[config.mk]
export PLATFORM = sky130hd
export DESIGN_NAME = eeprom_master
export DESIGN_NICKNAME = d
export VERILOG_FILES = /design/src/rtl/eeprom_pkg.sv /design/src/rtl/i2c_byte_engine.sv /design/src/rtl/eeprom_sequencer.sv /design/src/rtl/eeprom_master.sv
export SDC_FILE = /design/constraint.sdc
export NUM_CORES = 1
export LEC_CHECK = 0
export BUFFER_PORTS_ARGS = -buffer_cell sky130_fd_sc_hd__buf_2
export CAP_MARGIN = 15
export CORE_MARGIN = 5
export CORE_UTILIZATION = 49
export DETAILED_ROUTE_END_ITERATION = 8
export GPL_ROUTABILITY_DRIVEN = 0
export GPL_TIMING_DRIVEN = 0
export PLACE_DENSITY_LB_ADDON = 0.25
export SLEW_MARGIN = 20
export SYNTH_ARGS = -nofsm -noshare
export SYNTH_HDL_FRONTEND = slang
export SYNTH_SLANG_ARGS = --single-unit
[constraint.sdc]
create_clock -name CLK -period 3.1 [get_ports CLK]
set_input_delay 0.62 -clock CLK [delete_from_list [all_inputs] [get_ports CLK]]
set_output_delay 0.62 -clock CLK [all_outputs]
set_load 0.005 [all_outputs]
[src/rtl/eeprom_pkg.sv]
package eeprom_pkg;

    // 2K x 8 in the 24C16 style
    typedef logic [10:0] eeprom_addr_t;
    typedef logic [7:0]  byte_t;

    // commands for the byte engine
    typedef enum logic [1:0]
    {
        CMD_START,
        CMD_STOP,
        CMD_WRITE,
        CMD_READ
    } i2c_cmd_t;

    localparam logic [3:0] DEVICE_CODE = 4'b1010;   // control byte upper nibble

    typedef enum logic [3:0]
    {
        Idle,
        Start,
        CtrlWrite,
        AddrWrite,
        DataWrite,
        Restart,
        CtrlRead,
        DataRead,
        Stop,
        Ackn
    } seq_state_t;

    typedef enum logic [2:0]
    {
        ENG_IDLE,
        ENG_START,
        ENG_STOP,
        ENG_WRITE,
        ENG_READ
    } eng_state_t;

endpackage

[src/rtl/i2c_byte_engine.sv]
module i2c_byte_engine
#(
    parameter int QUARTER_CYCLES = 2
)
(
    input  logic                 CLK,
    input  logic                 RESET,
    input  logic                 cmd_valid,
    input  eeprom_pkg::i2c_cmd_t cmd,
    input  eeprom_pkg::byte_t    tx_byte,
    input  logic                 master_nack,
    input  logic                 sda_in,
    output logic                 busy,
    output logic                 cmd_done,
    output eeprom_pkg::byte_t    rx_byte,
    output logic                 slave_nack,
    output logic                 scl,
    output logic                 sda_oe
);
    import eeprom_pkg::*;

    localparam int QW = (QUARTER_CYCLES > 1) ? $clog2(QUARTER_CYCLES) : 1;

    eng_state_t    state;
    logic [QW-1:0] q_cnt;
    logic [1:0]    quarter;     // 0,3 scl low  1,2 scl high
    logic [3:0]    bit_cnt;     // 8 is the ack bit
    byte_t         shreg;
    logic          nack_bit;
    logic          accept;
    logic          q_end;
    logic          last_bit;

    assign accept   = (state == ENG_IDLE) && cmd_valid;
    assign q_end    = (state != ENG_IDLE) && (q_cnt == QW'(QUARTER_CYCLES - 1));
    assign last_bit = (state == ENG_START) || (state == ENG_STOP) || (bit_cnt == 4'd8);
    assign rx_byte  = shreg;

    always_ff @(posedge CLK)
    begin
        if (RESET)
        begin
            state      <= ENG_IDLE;
            busy       <= 1'b0;
            cmd_done   <= 1'b0;
            slave_nack <= 1'b0;
            scl        <= 1'b1;     // idle bus
            sda_oe     <= 1'b0;
            q_cnt      <= '0;
            quarter    <= 2'd0;
            bit_cnt    <= 4'd0;
        end
        else
        begin
            cmd_done <= 1'b0;
            if (accept)
            begin
                busy       <= 1'b1;
                slave_nack <= 1'b0;
                q_cnt      <= '0;
                quarter    <= 2'd0;
                bit_cnt    <= 4'd0;
                case (cmd)
                    CMD_START:
                    begin
                        state  <= ENG_START;
                        sda_oe <= 1'b0;     // scl keeps its level
                    end
                    CMD_STOP:
                    begin
                        state  <= ENG_STOP;
                        scl    <= 1'b0;
                        sda_oe <= 1'b1;
                    end
                    CMD_WRITE:
                    begin
                        state  <= ENG_WRITE;
                        scl    <= 1'b0;
                        sda_oe <= ~tx_byte[7];  // msb first
                    end
                    default:
                    begin
                        state  <= ENG_READ;
                        scl    <= 1'b0;
                        sda_oe <= 1'b0;
                    end
                endcase
            end
            else if (q_end)
            begin
                q_cnt   <= '0;
                quarter <= quarter + 2'd1;
                case (quarter)
                    2'd0:
                        scl <= 1'b1;
                    2'd1:
                    begin
                        // middle of scl high
                        if (state == ENG_START)
                            sda_oe <= 1'b1;
                        else if (state == ENG_STOP)
                            sda_oe <= 1'b0;
                        else if (state == ENG_WRITE && bit_cnt == 4'd8)
                            slave_nack <= sda_in;
                    end
                    2'd2:
                    begin
                        if (state != ENG_STOP)
                            scl <= 1'b0;
                    end
                    default:
                    begin
                        if (last_bit)
                        begin
                            state    <= ENG_IDLE;
                            busy     <= 1'b0;
                            cmd_done <= 1'b1;
                        end
                        else
                        begin
                            bit_cnt <= bit_cnt + 4'd1;
                            // set up next bit while scl is low
                            if (state == ENG_WRITE)
                                sda_oe <= (bit_cnt == 4'd7) ? 1'b0 : ~shreg[6];
                            else
                                sda_oe <= (bit_cnt == 4'd7) ? ~nack_bit : 1'b0;
                        end
                    end
                endcase
            end
            else if (state != ENG_IDLE)
            begin
                q_cnt <= q_cnt + 1'b1;
            end
        end
    end

    // shift register for both write and read
    always_ff @(posedge CLK)
    begin
        if (accept)
        begin
            shreg    <= tx_byte;
            nack_bit <= master_nack;
        end
        else if (q_end && quarter == 2'd1 && state == ENG_READ && bit_cnt < 4'd8)
        begin
            shreg <= {shreg[6:0], sda_in};
        end
        else if (q_end && quarter == 2'd3 && state == ENG_WRITE)
        begin
            shreg <= {shreg[6:0], 1'b0};
        end
    end

endmodule

[src/rtl/eeprom_sequencer.sv]
module eeprom_sequencer
(
    input  logic                     CLK,
    input  logic                     RESET,
    input  logic                     wr,
    input  logic                     rd,
    input  eeprom_pkg::eeprom_addr_t addr,
    input  eeprom_pkg::byte_t        wdata,
    input  logic                     busy,
    input  logic                     cmd_done,
    input  eeprom_pkg::byte_t        rx_byte,
    input  logic                     slave_nack,
    output logic                     ack,
    output logic                     nack,
    output eeprom_pkg::byte_t        rdata,
    output logic                     cmd_valid,
    output eeprom_pkg::i2c_cmd_t     cmd,
    output eeprom_pkg::byte_t        tx_byte,
    output logic                     master_nack
);
    import eeprom_pkg::*;

    seq_state_t   state;
    seq_state_t   next_state;
    logic         is_read;
    logic         issued;       // command of this state already sent
    logic         nack_flag;
    logic         issue;
    eeprom_addr_t addr_r;
    byte_t        wdata_r;
    i2c_cmd_t     state_cmd;
    byte_t        state_byte;

    assign ack  = (state == Ackn);
    assign nack = nack_flag;

    assign issue = (state != Idle) && (state != Ackn) && !cmd_done && !issued && !busy;

    // command and byte for each state
    always_comb
    begin
        state_cmd  = CMD_WRITE;
        state_byte = wdata_r;
        case (state)
            Start, Restart:
                state_cmd = CMD_START;
            CtrlWrite:
                state_byte = {DEVICE_CODE, addr_r[10:8], 1'b0};
            AddrWrite:
                state_byte = addr_r[7:0];
            CtrlRead:
                state_byte = {DEVICE_CODE, addr_r[10:8], 1'b1};
            DataRead:
                state_cmd = CMD_READ;
            Stop:
                state_cmd = CMD_STOP;
            default: ;
        endcase
    end

    // a missing device ack goes straight to stop
    always_comb
    begin
        next_state = Stop;
        case (state)
            Start:
                next_state = CtrlWrite;
            CtrlWrite:
                if (!slave_nack)
                    next_state = AddrWrite;
            AddrWrite:
                if (!slave_nack)
                    next_state = is_read ? Restart : DataWrite;
            Restart:
                next_state = CtrlRead;
            CtrlRead:
                if (!slave_nack)
                    next_state = DataRead;
            Stop:
                next_state = Ackn;
            default: ;
        endcase
    end

    always_ff @(posedge CLK)
    begin
        if (RESET)
        begin
            state     <= Idle;
            is_read   <= 1'b0;
            issued    <= 1'b0;
            nack_flag <= 1'b0;
            cmd_valid <= 1'b0;
        end
        else
        begin
            cmd_valid <= 1'b0;
            case (state)
                Idle:
                begin
                    if (wr || rd)
                    begin
                        is_read   <= !wr;   // write wins
                        nack_flag <= 1'b0;
                        state     <= Start;
                    end
                end
                Ackn:
                    state <= Idle;
                default:
                begin
                    if (cmd_done)
                    begin
                        issued    <= 1'b0;
                        nack_flag <= nack_flag | slave_nack;
                        state     <= next_state;
                    end
                    else if (issue)
                    begin
                        cmd_valid <= 1'b1;
                        issued    <= 1'b1;
                    end
                end
            endcase
        end
    end

    always_ff @(posedge CLK)
    begin
        if (state == Idle && (wr || rd))
        begin
            addr_r  <= addr;
            wdata_r <= wdata;
        end
        if (issue)
        begin
            cmd         <= state_cmd;
            tx_byte     <= state_byte;
            master_nack <= (state_cmd == CMD_READ);   // single byte read ends with nack
        end
        if (state == DataRead && cmd_done)
            rdata <= rx_byte;
    end

endmodule

[src/rtl/eeprom_master.sv]
module eeprom_master
#(
    parameter int QUARTER_CYCLES = 2
)
(
    input  logic                     CLK,
    input  logic                     RESET,
    input  logic                     wr,
    input  logic                     rd,
    input  eeprom_pkg::eeprom_addr_t addr,
    input  eeprom_pkg::byte_t        wdata,
    output logic                     ack,
    output logic                     nack,
    output eeprom_pkg::byte_t        rdata,
    output logic                     scl,
    output logic                     sda_oe,
    input  logic                     sda_in
);
    import eeprom_pkg::*;

    logic     cmd_valid;
    i2c_cmd_t cmd;
    byte_t    tx_byte;
    logic     master_nack;
    logic     busy;
    logic     cmd_done;
    byte_t    rx_byte;
    logic     slave_nack;

    eeprom_sequencer i_sequencer
    (
        .CLK         (CLK),
        .RESET       (RESET),
        .wr          (wr),
        .rd          (rd),
        .addr        (addr),
        .wdata       (wdata),
        .busy        (busy),
        .cmd_done    (cmd_done),
        .rx_byte     (rx_byte),
        .slave_nack  (slave_nack),
        .ack         (ack),
        .nack        (nack),
        .rdata       (rdata),
        .cmd_valid   (cmd_valid),
        .cmd         (cmd),
        .tx_byte     (tx_byte),
        .master_nack (master_nack)
    );

    i2c_byte_engine #(
        .QUARTER_CYCLES (QUARTER_CYCLES)
    ) i_engine
    (
        .CLK         (CLK),
        .RESET       (RESET),
        .cmd_valid   (cmd_valid),
        .cmd         (cmd),
        .tx_byte     (tx_byte),
        .master_nack (master_nack),
        .sda_in      (sda_in),
        .busy        (busy),
        .cmd_done    (cmd_done),
        .rx_byte     (rx_byte),
        .slave_nack  (slave_nack),
        .scl         (scl),
        .sda_oe      (sda_oe)
    );

endmodule

==> results.yml, run 1 <==
status:
  outcome: "complete, no violations"
setup_path:
  setup.reg_to_reg.worst_slack_ns: 1.03
  cp.required_ns: 2.48
  launching_element_of_the_worst_setup_path: "i_sequencer.state[3]"
  setup.worst_path.class: "flop to output port"
  end_kind: "output port"
  crit-reg2reg-launch: "i_sequencer.state[2]"
  startpoint_type: "flop"
  crit_fanout: 10
  cp.arrival_ns: 1.61
global_routing:
  overflow: 0
  use_met3_pct: 3.96
  gr-max-usage-layer: "met2"
  maximum_number_of_pins_on_one_net_before_global_route_repair: 19
  first_pass_grt_wire_length_um: 9110
  first_global_vias: 2024
  groute.layer.met1.usage_pct: 19.0
  groute.usage.overall_pct: 15.1
  grt.met2_usage_pct: 24.1
  grt_antenna_before_repair: 0
layout:
  number_of_diodes: 0
  share_of_final_layout_standard_cells_stronger_than_drive_strength_1_pct: 20.6
  stdcell_count: 403
  final_common_cell: "sky130_fd_sc_hd__edfxtp_1"
  layout.nets: 356
  design_area_um2: 3580
  most-common-layout-cells: "sky130_fd_sc_hd__edfxtp_1 (47), sky130_fd_sc_hd__buf_2 (40), sky130_fd_sc_hd__nand2_1 (36), sky130_fd_sc_hd__nor2_1 (27), sky130_fd_sc_hd__dfxtp_1 (23)"
  nFillCells: 528
  share_of_the_core_filled_with_cells_pct: 57.4
  synthToLayoutAreaGrowth_pct: 15.9
job:
  cap_violations: 0
drt:
  vias: 2080
  post_drt_wl_per_cell_um: 13.3
  drc: 0
  drt_iter0_drc: 96
  first_pass_iters: 4
  drtAntennaViolNets: 0
  avgViaCountPerCell: 5.16
  totalWireLength_um: 5360
clock_network:
  ctsResizeCount: 0
  clock_tree_from_tritoncts: "yes"
  post_cts_buffers: 0
  clk_latency_ns: 0.34
  numCtsBuffers: 9
  cts.sinks: 70
  cts-hold-fix-buffers: 0
  root_buffer_cell: "sky130_fd_sc_hd__clkbuf_8"
  ctsHtreeMaxLevel: 3
  clock_tree.buffer_depth: 2
  clk_pin_slew_ns: 0.08
power_and_ir_drop:
  maximum_vdd_drop_mv: 0.368
  static-leakage-power_nw: 1.42
  power.density_nw_per_um2: 595
timing:
  fin_crit_ns: 2.23
  grt_setup_unrepaired: "no"
  fin_worst_hold_slack_ns: 0.427
  finalSetupTns_ns: 0
  worst_clock_skew_ns: 0.00433
  slew_worst_pin_ns: 0.766
  final-max-slew-violation-count: 0
  final-hold-violation-count: 0
  period_share_pct: 71.8
  finalSetupViolCount: 0
  max_freq_mhz: 449
  maxSlewHeadroom_pct: 48.7
synthesis:
  syn_area_um2: 3090
  synth_enable_flop_cells: 47
  asyncSetResetFlopFracSynth_pct: 0
  syn_nets: 309
  synth-seq-cells: 70
  synth_sequential_area_ratio_pct: 60.6
  netlist-cell-type-count: 45
  post_synth_top_flop: "sky130_fd_sc_hd__edfxtp_1"
  yosys_warnings: 0
  netlist_instances: 274
  postSynthAreaPerCell_um2: 11.3
placed_design:
  placedInstanceArea_um2: 3380
  placed_cells_incl_taps: 387
  dp_hpwl_um: 3850
  io_buffers: 35
floorplanning:
  initial_utilization_pct: 49.5
  io-pin-count: 36
  die_y_um: 89.4
  coreArea_um2: 6240
  die-area_um2: 7990
  overall_die_width_um: 89.4
  count_of_standard_cell_rows: 29
hold_path:
  hold_start: "i_sequencer.master_nack"
  worst_min_delay_path_category: "flop to flop"
==> cell families (layout without fill, tap and decap cells) <==
group                    after synthesis  in the layout  synth area share (%)
multiplexers                           5              5                  1.66
AND/OR/NAND/NOR                      107            107                  17.5
buffers and inverters                 25             77                  3.73
flip-flops                            70             70                  60.6
adder cells (fa/ha/maj)               11             11                  4.46
AO/OA/AOI/OAI                         50             50                  10.3
XOR/XNOR                               6              6                  1.70
==> report_power, final <==
part           leakage, nW  internal, mW  total, mW  switching (mW)
registers            0.630          1.11       1.15          0.0361
logic                0.693        0.0954      0.244           0.148
clock network        0.101         0.381      0.740           0.359
total                 1.42          1.59       2.13           0.543
==> critical path: stages, from the launching register on <==
cell and delay [ns]:
sky130_fd_sc_hd__dfxtp_1 0.38, sky130_fd_sc_hd__buf_2 0.24, sky130_fd_sc_hd__nor4bb_1 0.45, sky130_fd_sc_hd__buf_2 0.19
==> stage by stage <==
stage	power (mW)	setup slack [ns]
6_report	2.13	0.875
5_1_grt	2.23	0.776
4_1_cts	2.15	0.883
2_1_floorplan	1.33	0.859
3_5_place_dp	1.41	1.03
3_3_place_gp	1.40	0.489
==> routing by layer <==
| metal | part of all wire [%] | wire [um] |
|---|---|---|
| met1 | 48 | 2560 |
| met2 | 46 | 2450 |
| met4 | 2.1 | 111 |
| met5 | 0 | 0 |
| met3 | 4.3 | 232 |
==> sequential cells by signal, summed over array words and instances (netlist names), 2 cells and up <==
signal,cells
i_engine.quarter,2
i_engine.rx_byte,8
i_sequencer.state,4
i_sequencer.tx_byte,8
i_sequencer.rdata,8
i_sequencer.wdata_r,8
i_sequencer.cmd,2
i_engine.bit_cnt,4
i_engine.state,3
i_sequencer.addr_r,11
==> cell type report <==
class                   instances  area, um2  share of cell area (%)
well taps                      77       96.3                    2.69
inverters                      12       45.0                    1.26
multi-input cells             179       1110                    31.0
flip-flops and latches         70       1870                    52.3
clock inverters                 7       77.6                    2.17
plain buffers                  13       70.1                    1.96
repair buffers                 36        186                    5.21
clock buffers                   9        124                    3.46
==> Yosys cell counts, types with 2 or more instances <==
| library cell | number | area [um2] |
|---|---|---|
| sky130_fd_sc_hd__buf_4 | 2 | 15.0 |
| sky130_fd_sc_hd__mux2i_1 | 4 | 40.0 |
| sky130_fd_sc_hd__nand3_1 | 2 | 10.0 |
| sky130_fd_sc_hd__a22o_1 | 4 | 35.0 |
| sky130_fd_sc_hd__and3_1 | 3 | 18.8 |
| sky130_fd_sc_hd__nor2b_1 | 3 | 18.8 |
| sky130_fd_sc_hd__xor2_1 | 2 | 17.5 |
| sky130_fd_sc_hd__clkbuf_1 | 5 | 18.8 |
| sky130_fd_sc_hd__edfxtp_1 | 47 | 1410 |
| sky130_fd_sc_hd__ha_1 | 11 | 138 |
| sky130_fd_sc_hd__o221ai_1 | 2 | 17.5 |
| sky130_fd_sc_hd__buf_2 | 5 | 25.0 |
| sky130_fd_sc_hd__inv_1 | 12 | 45.0 |
| sky130_fd_sc_hd__o21ai_0 | 10 | 50.1 |
| sky130_fd_sc_hd__nand3b_1 | 5 | 37.5 |
| sky130_fd_sc_hd__nor3_1 | 9 | 45.0 |
| sky130_fd_sc_hd__xnor2_1 | 4 | 35.0 |
| sky130_fd_sc_hd__and2_1 | 2 | 12.5 |
| sky130_fd_sc_hd__a21o_1 | 4 | 30.0 |
| sky130_fd_sc_hd__nand4_1 | 2 | 12.5 |
| sky130_fd_sc_hd__dfxtp_1 | 23 | 460 |
| sky130_fd_sc_hd__nor3b_1 | 2 | 15.0 |
| sky130_fd_sc_hd__a211oi_1 | 3 | 22.5 |
| sky130_fd_sc_hd__nand2b_1 | 3 | 18.8 |
| sky130_fd_sc_hd__a22oi_1 | 2 | 15.0 |
| sky130_fd_sc_hd__nor2_1 | 27 | 101 |
| sky130_fd_sc_hd__nand2_1 | 36 | 135 |
| sky130_fd_sc_hd__a21oi_1 | 18 | 90.1 |
| sky130_fd_sc_hd__o21a_1 | 3 | 22.5 |
| sky130_fd_sc_hd__nor4_1 | 4 | 25.0 |
==> path summary, 6_finish.rpt <==
path | cells after the start | end
setup / recovery | 3 | ack
hold / removal | 0 | i_engine.nack_bit
setup reg to reg | 5 | i_sequencer.tx_byte[1]
hold reg to reg | 0 | i_engine.nack_bit
(Power assumes the default switching activity.)
==> run 2: changes to the inputs <==
- clock period: 3.1 -> 2.05 ns (I/O delays scaled with it)
==> results.yml, run 2 (same netlist as run 1, synthesis figures left out) <==
status:
  outcome: "complete, no violations"
setup_path:
  startpoint_type: "flop"
  worst_path_largest_cell_delay_ns: 0.55
  crit_slowest_cell: "sky130_fd_sc_hd__nor2b_4"
  crit_chain: "clkbuf_1, nor4_2, nor2b_4"
  largest_delay_contributor_family_on_the_critical_path: "simple AND/OR/NAND/NOR gates"
  crit-reg2reg-launch: "i_sequencer.state[0]"
  crit_fanout: 20
  setup.worst_path.class: "flop to flop"
  reg2regPathDepth: 3
  setup.reg_to_reg.worst_slack_ns: 0.13
  critical_path.reg2reg.endpoint: "i_sequencer.wdata_r[1]"
  cp.arrival_ns: 1.91
  cp.required_ns: 2.04
  critical_path_buf_inv_count: 1
  end_kind: "flop"
drt:
  avgViaCountPerCell: 5.15
  vias: 2075
  drt_iter0_drc: 160
  first_pass_iters: 5
  drtAntennaViolNets: 0
  post_drt_wl_per_cell_um: 13.4
  drc: 0
  totalWireLength_um: 5410
floorplanning:
  io-pin-count: 36
  initial_utilization_pct: 49.5
  die-area_um2: 7990
  coreArea_um2: 6240
  count_of_standard_cell_rows: 29
  overall_die_width_um: 89.4
  die_y_um: 89.4
clock_network:
  cts.sinks: 70
  clk_pin_slew_ns: 0.08
  numCtsBuffers: 9
  root_buffer_cell: "sky130_fd_sc_hd__clkbuf_8"
  clk_latency_ns: 0.35
  ctsHtreeMaxLevel: 3
  clock_tree.buffer_depth: 2
  cts-hold-fix-buffers: 0
  clock_tree_from_tritoncts: "yes"
layout:
  most-common-layout-cells: "sky130_fd_sc_hd__edfxtp_1 (47), sky130_fd_sc_hd__buf_2 (40), sky130_fd_sc_hd__nand2_1 (36), sky130_fd_sc_hd__nor2_1 (27), sky130_fd_sc_hd__dfxtp_1 (23)"
  share_of_final_layout_standard_cells_stronger_than_drive_strength_1_pct: 21.5
  share_of_the_core_filled_with_cells_pct: 58.4
  synthToLayoutAreaGrowth_pct: 18.1
  final_common_cell: "sky130_fd_sc_hd__edfxtp_1"
  nFillCells: 543
  largest_reg_flops: 11
  max_flop_register: "i_sequencer.addr_r"
  number_of_diodes: 0
  layout.nets: 356
hold_path:
  min_to: "i_sequencer.addr_r[9]"
  hold_start: "addr[9]"
  worst_min_delay_path_category: "primary input to flop"
  min_path_cells: 1
timing:
  period_share_pct: 93.5
  final-hold-violation-count: 0
  max_freq_mhz: 522
  fin_worst_hold_slack_ns: 0.225
  maxSlewHeadroom_pct: 65.9
  finalSetupViolCount: 0
  fin_crit_ns: 1.92
  finalSetupTns_ns: 0
  final-max-slew-violation-count: 0
  worst_clock_skew_ns: 0.00804
  slew_worst_pin_ns: 0.511
global_routing:
  grt_antenna_before_repair: 0
  first_global_vias: 1993
  first_pass_grt_wire_length_um: 9230
  overflow: 0
  maximum_number_of_pins_on_one_net_before_global_route_repair: 21
  groute.usage.overall_pct: 15.6
power_and_ir_drop:
  power.density_nw_per_um2: 931
  static-leakage-power_nw: 1.45
  maximum_vdd_drop_mv: 0.560
placed_design:
  io_buffers: 35
  dp_hpwl_um: 3780
job:
  cap_violations: 0
run 2: worst max-delay path by stage:
stage                              start  slack (ns)  cells after the start                     end
finish              i_sequencer.state[0]        0.13                      3  i_sequencer.wdata_r[1]
global route        i_sequencer.state[0]       -0.01                      3   i_sequencer.addr_r[7]
CTS                 i_sequencer.state[3]        0.03                      3                     ack
detailed placement  i_sequencer.state[0]       -0.12                      3  i_sequencer.wdata_r[4]
global placement    i_sequencer.state[0]       -0.14                      3   i_sequencer.addr_r[4]
floorplan           i_sequencer.state[0]        0.15                      3   i_sequencer.addr_r[0]
run 2: report_power, final:
group / total, mW / internal (mW) / switching (mW) / leakage [nW]
Combinational: 0.392 / 0.163 / 0.228 / 0.702
Clock: 1.27 / 0.703 / 0.564 / 0.116
Sequential: 1.74 / 1.68 / 0.0576 / 0.630
Total: 3.40 / 2.55 / 0.850 / 1.45
run 2: repair_timing:
item | 4_1_cts | 5_1_grt
gates resized for setup | 2 | 5
pin swaps | 0 | 1
buffers inserted | 0 | 1
setup endpoints to repair | 31 | 24
run 2: cell type report:
cell class | instances | area (um2) | area share, %
multi-input combinational | 179 | 1140 | 31.2
tap | 77 | 96.3 | 2.64
clock buffer | 9 | 124 | 3.40
buffer | 13 | 70.1 | 1.92
inverter | 12 | 45.0 | 1.23
timing repair buffer | 36 | 195 | 5.35
sequential | 70 | 1870 | 51.3
clock inverter | 7 | 106 | 2.92
run 2: metal layers:
metal,share of wire [%],track usage [%],up-vias
met5,0,0,-
met4,1.9,7.31,0
met3,6.4,5.90,10
met2,46,23.4,55
met1,46,19.9,932
li1,-,-,1078
run 2: through the flow:
step / total power [mW] / instances / setup slack, ns / instance area (um2)
global placement: 2.12 / 386 / -0.138 / 3370
floorplan: 2.02 / 274 / 0.153 / 3100
detailed placement: 2.12 / 386 / -0.125 / 3370
CTS: 3.40 / 402 / 0.0312 / 3610
global route: 3.56 / 403 / -0.0104 / 3650
finish: 3.40 / 403 / 0.132 / 3650
==> run 3: changes to the inputs <==
- CELL_PAD_IN_SITES_DETAIL_PLACEMENT: unset -> 1
- CELL_PAD_IN_SITES_GLOBAL_PLACEMENT: unset -> 1
- CORE_UTILIZATION: 49 -> 46
==> results.yml, run 3 (same netlist as run 1, synthesis figures left out) <==
setup_path:
  crit-reg2reg-launch: "i_sequencer.state[0]"
  cp.arrival_ns: 1.97
  worst_path_largest_cell_delay_ns: 0.58
  reg2regPathDepth: 3
  crit_chain: "clkbuf_1, nor4_2, nor2b_4"
  timing.critical_path.depth: 3
  launching_element_of_the_worst_setup_path: "i_sequencer.state[0]"
  startpoint_type: "flop"
  cp.required_ns: 2.03
  setup.worst_path.class: "flop to flop"
  crit_slowest_cell: "sky130_fd_sc_hd__nor2b_4"
  end_kind: "flop"
  largest_delay_contributor_family_on_the_critical_path: "simple AND/OR/NAND/NOR gates"
  critical_path_buf_inv_count: 1
  crit_fanout: 20
drt:
  avgViaCountPerCell: 5.42
  drc: 0
  first_pass_iters: 4
  drt_iter0_drc: 73
  vias: 2184
  totalWireLength_um: 6580
  drtAntennaViolNets: 0
  post_drt_wl_per_cell_um: 16.3
status:
  outcome: "complete, no violations"
power_and_ir_drop:
  maximum_vdd_drop_mv: 0.592
  power.density_nw_per_um2: 958
  design_power_total_mw: 3.49
  static-leakage-power_nw: 1.46
  sw_frac_of_total_pct: 24.0
  p_int_mw: 2.66
  share_comb_of_total_power_pct: 11.7
  p_clk_share_pct: 38.5
  switching_power_summed_over_all_nets_mw: 0.838
  power_frac_seq_pct: 49.9
placed_design:
  io_buffers: 35
  placedInstanceArea_um2: 3370
  dp_hpwl_um: 4700
layout:
  design_area_um2: 3650
  most-common-layout-cells: "sky130_fd_sc_hd__edfxtp_1 (47), sky130_fd_sc_hd__buf_2 (40), sky130_fd_sc_hd__nand2_1 (36), sky130_fd_sc_hd__nor2_1 (27), sky130_fd_sc_hd__dfxtp_1 (23)"
  final_common_cell: "sky130_fd_sc_hd__edfxtp_1"
  number_of_diodes: 0
  layout.nets: 356
  synthToLayoutAreaGrowth_pct: 18.1
  max_flop_register: "i_sequencer.addr_r"
  nFillCells: 693
  largest_reg_flops: 11
  share_of_final_layout_standard_cells_stronger_than_drive_strength_1_pct: 21.2
floorplanning:
  io-pin-count: 36
  die_y_um: 92.0
  die-area_um2: 8450
  count_of_standard_cell_rows: 29
  coreArea_um2: 6460
  initial_utilization_pct: 47.8
  overall_die_width_um: 92.0
timing:
  worst_clock_skew_ns: 0.00797
  final-max-slew-violation-count: 0
  grt_setup_unrepaired: "yes"
  maxSlewHeadroom_pct: 64.8
  period_share_pct: 96.9
  slew_worst_pin_ns: 0.527
  final-hold-violation-count: 0
  fin_crit_ns: 1.99
  finalSetupViolCount: 0
  max_freq_mhz: 503
clock_network:
  ctsHtreeMaxLevel: 3
  numCtsBuffers: 9
  clk_pin_slew_ns: 0.08
  root_buffer_cell: "sky130_fd_sc_hd__clkbuf_8"
  clock_tree_from_tritoncts: "yes"
  clock_tree.buffer_depth: 2
  clk_latency_ns: 0.34
  cts.sinks: 70
global_routing:
  grt_antenna_before_repair: 0
  first_global_vias: 2280
  first_pass_grt_wire_length_um: 10800
  groute.usage.overall_pct: 16.3
  maximum_number_of_pins_on_one_net_before_global_route_repair: 21
  overflow: 0
hold_path:
  min_path_cells: 1
  worst_min_delay_path_category: "primary input to flop"
  hold_start: "wdata[5]"
job:
  cap_violations: 0
-- run 3: cell types whose count changed in the layout (fill, tap and decap cells not counted) --
cell / delta
sky130_fd_sc_hd__clkbuf_2: +1
sky130_fd_sc_hd__bufinv_16: +1
sky130_fd_sc_hd__and2_2: -1
sky130_fd_sc_hd__clkinv_4: -1
sky130_fd_sc_hd__nor4bb_1: +1
sky130_fd_sc_hd__inv_8: -1
sky130_fd_sc_hd__and2_1: +1
sky130_fd_sc_hd__nor4bb_4: -1
sky130_fd_sc_hd__clkinv_2: +1
sky130_fd_sc_hd__buf_1: -1
-- run 3: cell type report --
cell class	count	area, um2	share of cell area [%]
well taps	77	96.3	2.64
clock buffers	9	124	3.40
clock inverters	7	121	3.33
multi-input cells	179	1120	30.8
plain buffers	13	71.3	1.96
flip-flops and latches	70	1870	51.3
inverters	12	45.0	1.23
repair buffers	36	195	5.35
-- run 3: timing repair --
action,CTS,global route
hold buffers,0,0
gates cloned,0,0
pin swaps,0,1
setup endpoints to repair,31,47
setup buffers,0,1
gates resized for setup,2,3
-- run 3: final timing paths --
| kind | endpoint | slack (ns) |
|---|---|---|
| hold reg to reg | i_sequencer.rdata[7] | 0.42 |
| setup / recovery | i_sequencer.addr_r[6] | 0.06 |
| setup reg to reg | i_sequencer.addr_r[6] | 0.06 |
| hold / removal | i_sequencer.wdata_r[5] | 0.23 |
-- run 3: through the flow --
stage	std cells	util (%)	setup TNS [ns]	hold WS (ns)	setup slack [ns]
finish	403	56.5	0	0.234	0.0635
global route	403	56.5	-1.65	0.216	-0.0882
CTS	402	56.1	0	0.218	0.00814
detailed placement	386	52.2	-4.76	0.406	-0.204
global placement	386	52.2	-3.43	0.402	-0.144
floorplan	274	-	0	0.400	0.153
-- run 3: power groups by stage --
stage          combinational (mW)  sequential (mW)  clock (mW)
3_3_place_gp                0.357             1.76           0
3_5_place_dp                0.374             1.77           0
5_1_grt                     0.454             1.75        1.45
6_report                    0.408             1.74        1.34
2_1_floorplan               0.269             1.75           0
4_1_cts                     0.388             1.74        1.37
-- run 3: per-layer routing --
metal	share of wire, %	global-route usage (%)
met5	0	0
met4	1.6	6.19
met3	4.4	4.09
met2	52	28.9
met1	42	19.0
